`config.mk`:
```
export PLATFORM = sky130hd
export DESIGN_NAME = fc_top
export DESIGN_NICKNAME = d
export VERILOG_FILES = /design/src/logic/fc_mem_pkg.sv /design/src/logic/fc_layer_pkg.sv /design/src/logic/fc_top.sv /design/src/logic/fc_mac_engine.sv /design/src/logic/fc_operand_regs.sv /design/src/logic/fc_bram_sequencer.sv /design/src/logic/fc_weight_ram.sv
export SDC_FILE = /design/constraint.sdc
export NUM_CORES = 1
export LEC_CHECK = 0
export BUFFER_PORTS_ARGS = -buffer_cell sky130_fd_sc_hd__buf_2
export CORE_ASPECT_RATIO = 0.75
export CORE_MARGIN = 3
export CORE_UTILIZATION = 45
export CTS_CLUSTER_SIZE = 16
export DETAILED_ROUTE_END_ITERATION = 8
export SLEW_MARGIN = 30
export SYNTH_ARGS = -nofsm -noshare
export SYNTH_HDL_FRONTEND = slang
export SYNTH_SLANG_ARGS = --single-unit
```
`constraint.sdc`:
```
create_clock -name clk -period 6.85 [get_ports clk]
set_clock_uncertainty 0.05 [all_clocks]
set_input_delay 0.3425 -clock clk [delete_from_list [all_inputs] [get_ports clk]]
set_output_delay 0.3425 -clock clk [all_outputs]
set_load 0.005 [all_outputs]
```
`src/logic/fc_mem_pkg.sv`:
```
// Frame memory map, word counts, read latency and operand load targets
package fc_mem_pkg;

    typedef logic [31:0] word_t;

    localparam int mem_depth = 16;
    typedef logic [$clog2(mem_depth)-1:0] mem_addr_t;

    // Region base addresses
    localparam mem_addr_t input_base  = 4'd0;
    localparam mem_addr_t weight_base = 4'd4;
    localparam mem_addr_t bias_base   = 4'd14;

    // Region sizes in words
    localparam int input_words  = 2;
    localparam int row_words    = 2;
    localparam int weight_words = 8;
    localparam int bias_words   = 1;
    localparam int frame_words  = input_words + weight_words + bias_words;

    // Cycles from read request to data on the port
    localparam int read_latency = 2;

    // Operand register that a fetched word is shifted into
    typedef enum logic [1:0] {sel_none, sel_input, sel_bias, sel_row} load_sel_t;

endpackage

```
`src/logic/fc_layer_pkg.sv`:
```
// Fully connected layer geometry, arithmetic widths and packed operand vector types
package fc_layer_pkg;

    ////////////////////////////////////////
    // Layer geometry
    ////////////////////////////////////////

    localparam int byte_bits = 8;
    localparam int n_inputs  = 8;
    localparam int n_outputs = 4;

    ////////////////////////////////////////
    // Arithmetic
    ////////////////////////////////////////

    // Full width sum of 8 int8 products plus the shifted bias
    localparam int acc_bits = 20;
    // Fixed point alignment of weights and bias
    localparam int q_shift  = 8;

    typedef logic signed [byte_bits-1:0] data_t;
    typedef logic signed [acc_bits-1:0]  acc_t;

    // Packed vectors, element i sits at bit byte_bits*i
    typedef logic [n_inputs*byte_bits-1:0]  feature_vec_t;
    typedef logic [n_inputs*byte_bits-1:0]  weight_row_t;
    typedef logic [n_outputs*byte_bits-1:0] bias_vec_t;
    typedef logic [n_outputs*byte_bits-1:0] result_word_t;

endpackage
```
`src/logic/fc_top.sv`:
```
// Fully connected layer top, joins sequencer, frame RAM, operand registers and compute engine
`timescale 1ns/10ps

module fc_top (
    input  logic                       clk,
    input  logic                       rstn,
    input  logic                       r_valid,
    input  fc_mem_pkg::word_t          in_data,
    output logic                       t_valid,
    output fc_layer_pkg::result_word_t out_data
);
    import fc_layer_pkg::*;
    import fc_mem_pkg::*;

    // RAM port
    logic         mem_en;
    logic         mem_we;
    mem_addr_t    mem_addr;
    word_t        mem_wdata;
    word_t        mem_rdata;

    // Operand loading and row handover
    logic         load_strobe;
    load_sel_t    load_sel;
    word_t        load_word;
    logic         row_ready;
    logic         row_take;
    logic         frame_done;

    // Operands seen by the engine
    feature_vec_t feature;
    bias_vec_t    bias;
    weight_row_t  row;

    fc_bram_sequencer i_sequencer (
        .clk         (clk),
        .rstn        (rstn),
        .r_valid     (r_valid),
        .in_data     (in_data),
        .mem_rdata   (mem_rdata),
        .row_take    (row_take),
        .frame_done  (frame_done),
        .mem_en      (mem_en),
        .mem_we      (mem_we),
        .mem_addr    (mem_addr),
        .mem_wdata   (mem_wdata),
        .load_strobe (load_strobe),
        .load_sel    (load_sel),
        .load_word   (load_word),
        .row_ready   (row_ready)
    );

    fc_weight_ram i_ram (
        .clk       (clk),
        .mem_en    (mem_en),
        .mem_we    (mem_we),
        .mem_addr  (mem_addr),
        .mem_wdata (mem_wdata),
        .mem_rdata (mem_rdata)
    );

    fc_operand_regs i_operands (
        .clk         (clk),
        .rstn        (rstn),
        .load_strobe (load_strobe),
        .load_sel    (load_sel),
        .load_word   (load_word),
        .row_take    (row_take),
        .feature     (feature),
        .bias        (bias),
        .row         (row)
    );

    fc_mac_engine i_engine (
        .clk        (clk),
        .rstn       (rstn),
        .row_ready  (row_ready),
        .feature    (feature),
        .bias       (bias),
        .row        (row),
        .row_take   (row_take),
        .frame_done (frame_done),
        .t_valid    (t_valid),
        .out_data   (out_data)
    );

endmodule

```
`src/logic/fc_mac_engine.sv`:
```
// Compute engine with per-output accumulate, bias add, saturating quantize and result packing
`timescale 1ns/10ps

module fc_mac_engine (
    input  logic                       clk,
    input  logic                       rstn,
    input  logic                       row_ready,
    input  fc_layer_pkg::feature_vec_t feature,
    input  fc_layer_pkg::bias_vec_t    bias,
    input  fc_layer_pkg::weight_row_t  row,
    output logic                       row_take,
    output logic                       frame_done,
    output logic                       t_valid,
    output fc_layer_pkg::result_word_t out_data
);
    import fc_layer_pkg::*;

    typedef enum logic [1:0] {st_idle, st_accumulate, st_bias_add} state_t;

    state_t                        state;
    logic [$clog2(n_inputs)-1:0]   mac_idx;
    logic [$clog2(n_outputs)-1:0]  out_idx;
    acc_t                          acc;
    data_t                         x_byte;
    data_t                         w_byte;
    data_t                         b_byte;
    logic signed [2*byte_bits-1:0] product;
    acc_t                          biased;
    acc_t                          scaled;
    logic                          in_range;
    data_t                         result_q;
    // Finished bytes of the current frame, newest at the top
    logic [(n_outputs-1)*byte_bits-1:0] res_q;

    ////////////////////////////////////////
    // Datapath
    ////////////////////////////////////////

    // One product per cycle
    assign x_byte  = data_t'(feature[mac_idx*byte_bits +: byte_bits]);
    assign w_byte  = data_t'(row[mac_idx*byte_bits +: byte_bits]);
    assign product = x_byte * w_byte;

    // Bias sits at the weight scale, so align it at bit q_shift
    assign b_byte = data_t'(bias[out_idx*byte_bits +: byte_bits]);
    assign biased = acc + (acc_t'(b_byte) <<< q_shift);
    assign scaled = biased >>> q_shift;

    // Fits in int8 when all bits above the sign agree with it
    assign in_range = (&scaled[acc_bits-1:byte_bits-1]) || !(|scaled[acc_bits-1:byte_bits-1]);

    always_comb begin
        if (in_range) begin
            result_q = data_t'(scaled[byte_bits-1:0]);
        end else if (scaled[acc_bits-1]) begin
            result_q = {1'b1, {(byte_bits-1){1'b0}}};
        end else begin
            result_q = {1'b0, {(byte_bits-1){1'b1}}};
        end
    end

    ////////////////////////////////////////
    // Control
    ////////////////////////////////////////

    // Row is copied into the active register in this same edge
    assign row_take   = (state == st_idle) && row_ready;
    // The sequencer leaves its frame on the result pulse
    assign frame_done = t_valid;

    always_ff @(posedge clk or negedge rstn) begin
        if (!rstn) begin
            state    <= st_idle;
            mac_idx  <= '0;
            out_idx  <= '0;
            acc      <= '0;
            res_q    <= '0;
            t_valid  <= 1'b0;
            out_data <= '0;
        end else begin
            t_valid <= 1'b0;
            case (state)
                st_idle: begin
                    if (row_ready) begin
                        acc     <= '0;
                        mac_idx <= '0;
                        state   <= st_accumulate;
                    end
                end
                st_accumulate: begin
                    // Partial sums stay at full width
                    acc     <= acc + acc_t'(product);
                    mac_idx <= mac_idx + 1'b1;
                    if (mac_idx == n_inputs - 1) begin
                        state <= st_bias_add;
                    end
                end
                st_bias_add: begin
                    // Each new byte enters at the top and older ones move down
                    res_q   <= {result_q, res_q[(n_outputs-1)*byte_bits-1:byte_bits]};
                    out_idx <= out_idx + 1'b1;
                    // Last output sends the whole word and closes the frame
                    // Counter wraps to zero here
                    if (out_idx == n_outputs - 1) begin
                        out_data <= {result_q, res_q};
                        t_valid  <= 1'b1;
                    end
                    state <= st_idle;
                end
                default: begin
                    state <= st_idle;
                end
            endcase
        end
    end

    a_tvalid_single: assert property (@(posedge clk) disable iff (!rstn)
        t_valid |=> !t_valid)
        else $error("t_valid held high for more than one cycle");

endmodule

```
`src/logic/fc_operand_regs.sv`:
```
// Operand registers for the compute engine, inputs, bias, row buffer and active row
`timescale 1ns/10ps

module fc_operand_regs (
    input  logic                       clk,
    input  logic                       rstn,
    input  logic                       load_strobe,
    input  fc_mem_pkg::load_sel_t      load_sel,
    input  fc_mem_pkg::word_t          load_word,
    input  logic                       row_take,
    output fc_layer_pkg::feature_vec_t feature,
    output fc_layer_pkg::bias_vec_t    bias,
    output fc_layer_pkg::weight_row_t  row
);
    import fc_layer_pkg::*;
    import fc_mem_pkg::*;

    // Next row fills here while the engine works on the active one
    weight_row_t row_buf;

    // Words arrive low first, each one shifts the field right by a word
    always_ff @(posedge clk or negedge rstn) begin
        if (!rstn) begin
            feature <= '0;
            bias    <= '0;
            row_buf <= '0;
        end else if (load_strobe) begin
            case (load_sel)
                sel_input: begin
                    feature <= feature_vec_t'({load_word, feature} >> $bits(word_t));
                end
                sel_bias: begin
                    bias <= bias_vec_t'({load_word, bias} >> $bits(word_t));
                end
                sel_row: begin
                    row_buf <= weight_row_t'({load_word, row_buf} >> $bits(word_t));
                end
                default: begin
                    row_buf <= row_buf;
                end
            endcase
        end
    end

    // Engine takes a row in one edge
    always_ff @(posedge clk or negedge rstn) begin
        if (!rstn) begin
            row <= '0;
        end else if (row_take) begin
            row <= row_buf;
        end
    end

endmodule

```
`src/logic/fc_bram_sequencer.sv`:
```
// Frame receive into the RAM and operand fetch sequencing with weight row prefetch
`timescale 1ns/10ps

module fc_bram_sequencer (
    input  logic                  clk,
    input  logic                  rstn,
    input  logic                  r_valid,
    input  fc_mem_pkg::word_t     in_data,
    input  fc_mem_pkg::word_t     mem_rdata,
    input  logic                  row_take,
    input  logic                  frame_done,
    output logic                  mem_en,
    output logic                  mem_we,
    output fc_mem_pkg::mem_addr_t mem_addr,
    output fc_mem_pkg::word_t     mem_wdata,
    output logic                  load_strobe,
    output fc_mem_pkg::load_sel_t load_sel,
    output fc_mem_pkg::word_t     load_word,
    output logic                  row_ready
);
    import fc_layer_pkg::*;
    import fc_mem_pkg::*;

    typedef enum logic [2:0] {
        st_receive,
        st_fetch_input,
        st_fetch_bias,
        st_fetch_row,
        st_wait_take,
        st_wait_done
    } state_t;

    state_t                           state;
    logic [$clog2(frame_words)-1:0]   word_cnt;
    logic [$clog2(n_outputs)-1:0]     row_cnt;
    logic [2:0]                       burst_cnt;
    logic [2:0]                       burst_words;
    logic                             burst_end;
    mem_addr_t                        rx_addr;
    mem_addr_t                        rd_addr;
    load_sel_t                        rd_sel;
    logic [read_latency-1:0]          vld_pipe;
    load_sel_t                        sel_pipe [read_latency];

    ////////////////////////////////////////
    // Address generation
    ////////////////////////////////////////

    // Received word index onto the three regions
    always_comb begin
        if (word_cnt < input_words) begin
            rx_addr = input_base + mem_addr_t'(word_cnt);
        end else if (word_cnt < input_words + weight_words) begin
            rx_addr = weight_base + mem_addr_t'(word_cnt - input_words);
        end else begin
            rx_addr = bias_base + mem_addr_t'(word_cnt - input_words - weight_words);
        end
    end

    // Burst length, read address and load target of the current fetch phase
    always_comb begin
        burst_words = '0;
        rd_addr     = input_base;
        rd_sel      = sel_none;
        case (state)
            st_fetch_input: begin
                burst_words = 3'(input_words);
                rd_addr     = input_base + mem_addr_t'(burst_cnt);
                rd_sel      = sel_input;
            end
            st_fetch_bias: begin
                burst_words = 3'(bias_words);
                rd_addr     = bias_base + mem_addr_t'(burst_cnt);
                rd_sel      = sel_bias;
            end
            st_fetch_row: begin
                burst_words = 3'(row_words);
                // Two words per output row
                rd_addr     = weight_base + mem_addr_t'(row_cnt * row_words + burst_cnt);
                rd_sel      = sel_row;
            end
            default: begin
                burst_words = '0;
            end
        endcase
    end

    // Last cycle of a burst, the final word is on mem_rdata here
    assign burst_end = (burst_words != '0)
                    && (burst_cnt == burst_words + 3'(read_latency - 1));

    // Writes follow r_valid directly, reads issue in the first burst cycles
    assign mem_we    = (state == st_receive) && r_valid;
    assign mem_en    = mem_we || (burst_cnt < burst_words);
    assign mem_addr  = (state == st_receive) ? rx_addr : rd_addr;
    assign mem_wdata = in_data;

    ////////////////////////////////////////
    // Read return pipe
    ////////////////////////////////////////

    // Issued reads delayed by the RAM latency become load strobes
    always_ff @(posedge clk or negedge rstn) begin
        if (!rstn) begin
            vld_pipe <= '0;
            for (int i = 0; i < read_latency; i++) begin
                sel_pipe[i] <= sel_none;
            end
        end else begin
            vld_pipe[0] <= mem_en && !mem_we;
            sel_pipe[0] <= rd_sel;
            for (int i = 1; i < read_latency; i++) begin
                vld_pipe[i] <= vld_pipe[i-1];
                sel_pipe[i] <= sel_pipe[i-1];
            end
        end
    end

    assign load_strobe = vld_pipe[read_latency-1];
    assign load_sel    = sel_pipe[read_latency-1];
    assign load_word   = mem_rdata;

    ////////////////////////////////////////
    // Phase control
    ////////////////////////////////////////

    // Counts through each fetch burst, idle at zero otherwise
    always_ff @(posedge clk or negedge rstn) begin
        if (!rstn) begin
            burst_cnt <= '0;
        end else if (burst_words == '0 || burst_end) begin
            burst_cnt <= '0;
        end else begin
            burst_cnt <= burst_cnt + 3'd1;
        end
    end

    always_ff @(posedge clk or negedge rstn) begin
        if (!rstn) begin
            state     <= st_receive;
            word_cnt  <= '0;
            row_cnt   <= '0;
            row_ready <= 1'b0;
        end else begin
            case (state)
                st_receive: begin
                    if (r_valid) begin
                        if (word_cnt == frame_words - 1) begin
                            word_cnt <= '0;
                            state    <= st_fetch_input;
                        end else begin
                            word_cnt <= word_cnt + 1'b1;
                        end
                    end
                end
                st_fetch_input: begin
                    if (burst_end) begin
                        state <= st_fetch_bias;
                    end
                end
                st_fetch_bias: begin
                    if (burst_end) begin
                        state <= st_fetch_row;
                    end
                end
                st_fetch_row: begin
                    // Row buffer complete after this edge
                    if (burst_end) begin
                        row_ready <= 1'b1;
                        state     <= st_wait_take;
                    end
                end
                st_wait_take: begin
                    if (row_take) begin
                        row_ready <= 1'b0;
                        if (row_cnt == n_outputs - 1) begin
                            row_cnt <= '0;
                            state   <= st_wait_done;
                        end else begin
                            // Prefetch the next row under the running accumulation
                            row_cnt <= row_cnt + 1'b1;
                            state   <= st_fetch_row;
                        end
                    end
                end
                st_wait_done: begin
                    if (frame_done) begin
                        state <= st_receive;
                    end
                end
                default: begin
                    state <= st_receive;
                end
            endcase
        end
    end

    a_take_needs_ready: assert property (@(posedge clk) disable iff (!rstn)
        row_take |-> row_ready)
        else $error("row_take raised while no weight row was ready");

endmodule

```
`src/logic/fc_weight_ram.sv`:
```
// Frame storage RAM, 16 x 32 single port with registered address and registered output
`timescale 1ns/10ps

module fc_weight_ram (
    input  logic                  clk,
    input  logic                  mem_en,
    input  logic                  mem_we,
    input  fc_mem_pkg::mem_addr_t mem_addr,
    input  fc_mem_pkg::word_t     mem_wdata,
    output fc_mem_pkg::word_t     mem_rdata
);
    import fc_mem_pkg::*;

    word_t     mem [mem_depth];
    mem_addr_t addr_q;
    logic      in_map;

    // Write lands in this edge, a read only captures its address
    always_ff @(posedge clk) begin
        if (mem_en) begin
            if (mem_we) begin
                mem[mem_addr] <= mem_wdata;
            end else begin
                addr_q <= mem_addr;
            end
        end
    end

    // Second read stage
    always_ff @(posedge clk) begin
        mem_rdata <= mem[addr_q];
    end

    // Address falls in the input, weight or bias region
    // Unsigned wrap makes addresses below a base fail the compare
    assign in_map = (mem_addr - input_base < input_words)
                 || (mem_addr - weight_base < weight_words)
                 || (mem_addr - bias_base < bias_words);

    a_write_in_map: assert property (@(posedge clk) mem_en && mem_we |-> in_map)
        else $error("RAM write to unmapped address %0d", mem_addr);

endmodule

```
==> results.py <==
metrics = {
    "critical_path": {
        "path_class": "reg2reg",
        "crit_top_cell": "fa_1",
        "path_cells": "buf_12 -> mux4_2 -> mux2_2 -> inv_1 -> nor2_2 -> buf_4 -> fa_1 -> fa_1 -> fa_1 -> fa_1 -> ha_1 -> ha_1 -> or4_1 -> o211ai_1 -> a21oi_1 -> o311a_1 -> or3_1 -> a32o_1",
        "cpMaxStageDelayCell": "fa_1",
        "cpPeakStageDelay_ns": 0.58,
        "critical_path.max_fanout": 21,
        "crit_path_end_kind": "register",
        "crit_arrival_ns": 7.01,
        "crit_required_ns": 7.32,
        "setup.worst_path.start_class": "register",
    },
    "sta": {
        "drv_slew": 0,
        "setup_viol_count_final": 0,
        "fin_tns_setup_ns": 0,
        "final.period_utilization": 0.954,
        "worst_pin_slew_ns": 0.962,
        "fin_ws_ns": 0.314,
        "fmax_ghz": 0.153,
        "max-slew-margin-rel": 0.356,
        "period_minus_slack_ns": 6.54,
        "hold_viol_final": 0,
        "grt_setup_unrepaired": "no",
    },
    "route": {
        "first_iter_violations": 1522,
        "routed_wl_mm": 82.6,
        "route.detailed.drc": 0,
        "vias": 19300,
        "routed_via_density": 5.49,
        "routedWlPerCell_um": 23.5,
        "ant_nets": 0,
        "drtPass1Iterations": 6,
    },
    "layout": {
        "drive_gt1_frac": 0.309,
        "area_growth_pct": 13.5,
        "nFillCells": 6684,
        "layout.nets": 2525,
        "final_cell_mix": "edfxtp_1, dfrtp_1, mux2_2",
        "final_common_cell": "edfxtp_1",
    },
    "placed_design": {
        "gp_congestion": 0.810,
        "dp_hpwl_mm": 51.0,
        "io_buffers": 67,
        "dp_slack_ns": 0.312,
    },
    "floorplanning": {
        "die_w_um": 341,
        "rows": 91,
        "start_util": 0.458,
        "die_y_um": 257,
        "dieArea_sq_um": 87700,
        "io_pins": 68,
        "coreArea_sq_um": 82800,
    },
    "synth": {
        "synth_top_area_cell": "edfxtp_1",
        "synth-simple-area-share": 0.0317,
        "synthAdderAreaFrac": 0.0725,
        "ys_seq_area_frac": 0.642,
        "synthMuxAreaShare": 0.198,
        "synth_compound_area_frac": 0.0268,
        "async_flop_share": 0.374,
        "synth.net_count": 2382,
        "synth_top_family_by_area": "multiplexers",
        "netlist_instances": 2181,
        "ys.flop_type": "edfxtp_1",
        "synth_edf_count": 516,
        "postSynthAreaPerCell_sq_um": 17.4,
        "synth_cell_types": 61,
        "synth_area_leaders": "edfxtp_1, dfrtp_1, mux4_2",
        "synth_xor_area_frac": 0.00671,
        "yosysTopAreaCellShare": 0.409,
        "ys_ff_latch": 875,
        "yosysWarnings": 0,
        "syn_area_sq_um": 37900,
    },
    "outcome": {
        "status": "complete, no violations",
    },
    "global_route": {
        "gr-total-overflow": 0,
        "grt_antenna_before_repair": 5,
        "grt_pass1_vias": 20600,
        "grt_pass1_wl_mm": 128,
        "globalRouteTotalUtil": 0.194,
        "grt_max_degree": 190,
    },
    "clock_network": {
        "cts_resized": 0,
        "htree_levels": 3,
        "clockRootBuffer": "clkbuf_16",
        "cts_setup_buffers": 0,
        "cts_sinks": 875,
        "numCtsBuffers": 84,
        "ctsLongestPathBuffers": 3,
        "insertion_delay_ns": 0.64,
        "cts.clk_slew.worst_paths_ns": 0.07,
        "tritoncts": "built",
    },
    "hold_path": {
        "hold_class": "in2reg",
    },
    "flow_run": {
        "drv_cap": 0,
    },
    "power_and_ir_drop": {
        "peakVddDrop_mv": 0.182,
        "p_leak_nw": 17.6,
        "p_per_area_nw_per_um2": 240,
    },
}
[per-stage QoR]
| step | cell area [sq um] | std cells | power [mW] | hold WS, ns | util |
|---|---|---|---|---|---|
| 2_1_floorplan | 37900 | 2181 | 5.70 | -0.00309 | - |
| 3_3_place_gp | 39900 | 3324 | 5.78 | 0.286 | 0.482 |
| 3_5_place_dp | 39900 | 3325 | 5.78 | 0.285 | 0.482 |
| 4_1_cts | 42900 | 3507 | 10.4 | 0.000790 | 0.519 |
| 5_1_grt | 43000 | 3509 | 10.7 | 0.0139 | 0.519 |
| 6_report | 43000 | 3511 | 10.3 | 0.0415 | 0.519 |
[flip-flops by register name, indices dropped and copies added (netlist names), 3 cells and up]
| name | flops |
|---|---|
| i_operands.row | 64 |
| i_operands.feature | 64 |
| i_sequencer.burst_cnt | 3 |
| i_engine.acc | 20 |
| i_ram.addr_q | 4 |
| i_ram.mem_rdata | 32 |
| i_operands.row_buf | 64 |
| i_engine.res_q | 24 |
| i_engine.mac_idx | 3 |
| i_ram.mem | 512 |
| i_operands.bias | 32 |
| i_sequencer.state | 3 |
| i_sequencer.word_cnt | 4 |
| i_engine.out_data | 32 |
[cells by family (layout without fill, tap and decap cells)]
logic type / after synthesis / in the layout
XOR/XNOR: 29 / 29
flip-flops: 875 / 875
buffers and inverters: 217 / 429
AND/OR/NAND/NOR: 275 / 275
other: 0 / 2
adder cells (fa/ha/maj): 166 / 166
AO/OA/AOI/OAI: 150 / 150
multiplexers: 469 / 469
[worst paths after layout]
check / from / endpoint / slack [ns] / cells past startpoint
worst max-delay path: i_engine.mac_idx[0]$_DFFE_PN0P_ / i_engine.acc[18]$_DFFE_PN0P_ / 0.31 / 18
worst min-delay path: in_data[4] / i_ram.mem[4][4]$_DFFE_PP_ / 0.04 / 1
worst max register to register: i_engine.mac_idx[0]$_DFFE_PN0P_ / i_engine.acc[18]$_DFFE_PN0P_ / 0.31 / 18
worst min register to register: i_sequencer.vld_pipe[0]$_DFF_PN0_ / i_sequencer.vld_pipe[1]$_DFF_PN0_ / 0.30 / 0
max in group asynchronous: rstn / i_operands.row[55]$_DFFE_PN0P_ / 5.10 / 4
min in group asynchronous: rstn / i_engine.res_q[1]$_DFFE_PN0P_ / 0.21 / 2
[final cells by class]
type                            count  area (sq um)  area share
Multi-Input combinational cell   1089         12900       0.299
Clock inverter                     37           413     0.00961
Inverter                          124           465      0.0108
Sequential cell                   875         24300       0.566
Clock buffer                      118          2360      0.0549
Timing Repair Buffer              150          1150      0.0268
Tap cell                         1116          1400      0.0325
Antenna cell                        2          5.00    0.000116
[layer usage]
| layer | vias up | share of wire | GRT usage |
|---|---|---|---|
| met5 | - | 0.00033 | 0 |
| met4 | 4 | 0.018 | 0.0404 |
| met3 | 104 | 0.062 | 0.0481 |
| met2 | 438 | 0.45 | 0.288 |
| met1 | 10300 | 0.47 | 0.292 |
| li1 | 8492 | - | - |
[critical path, delay by kind of cell (launching register included)]
kind / cells / cell delay [ns]
AND/OR/NAND/NOR: 3 / 0.91
adder cells (fa/ha/maj): 6 / 2.54
multiplexers: 2 / 0.85
AO/OA/AOI/OAI: 4 / 0.98
buffers and inverters: 3 / 0.59
flip-flops: 1 / 0.49
[repair_timing]
item	in CTS	in global routing
hold buffers	27	0
endpoints found under the setup margin	0	0
hold endpoints to repair	484	0
[Yosys cell counts (all sizes together), types with 2 or more instances]
master  number
fa          89
buf         25
nor2        81
a21oi       21
o22a         2
nor2b       13
o32ai        3
o21bai       3
nor4         2
mux4       200
o211ai       5
nand2      127
and2         2
xnor2       19
a211oi       8
dfxtp       32
xor2        10
o22ai       13
mux2       254
nand2b      18
a31oi        5
inv        124
o21a         7
a21boi       2
o21ai       53
clkbuf      68
nand3b       3
nor3         7
nand3        6
o31ai        8
ha          77
dfrtp      327
a21o         8
mux2i       15
edfxtp     516
or2          7
a32o         2
or3          4
[power by group]
part | switching (mW) | total [mW] | internal (mW) | leakage [nW]
registers | 0 | 5.59 | 5.59 | 9.46
clock network | 1.98 | 4.64 | 2.66 | 1.35
logic | 0.0790 | 0.100 | 0.0210 | 6.78
total | 2.06 | 10.3 | 8.27 | 17.6
Power figures use the tool's default switching activity.
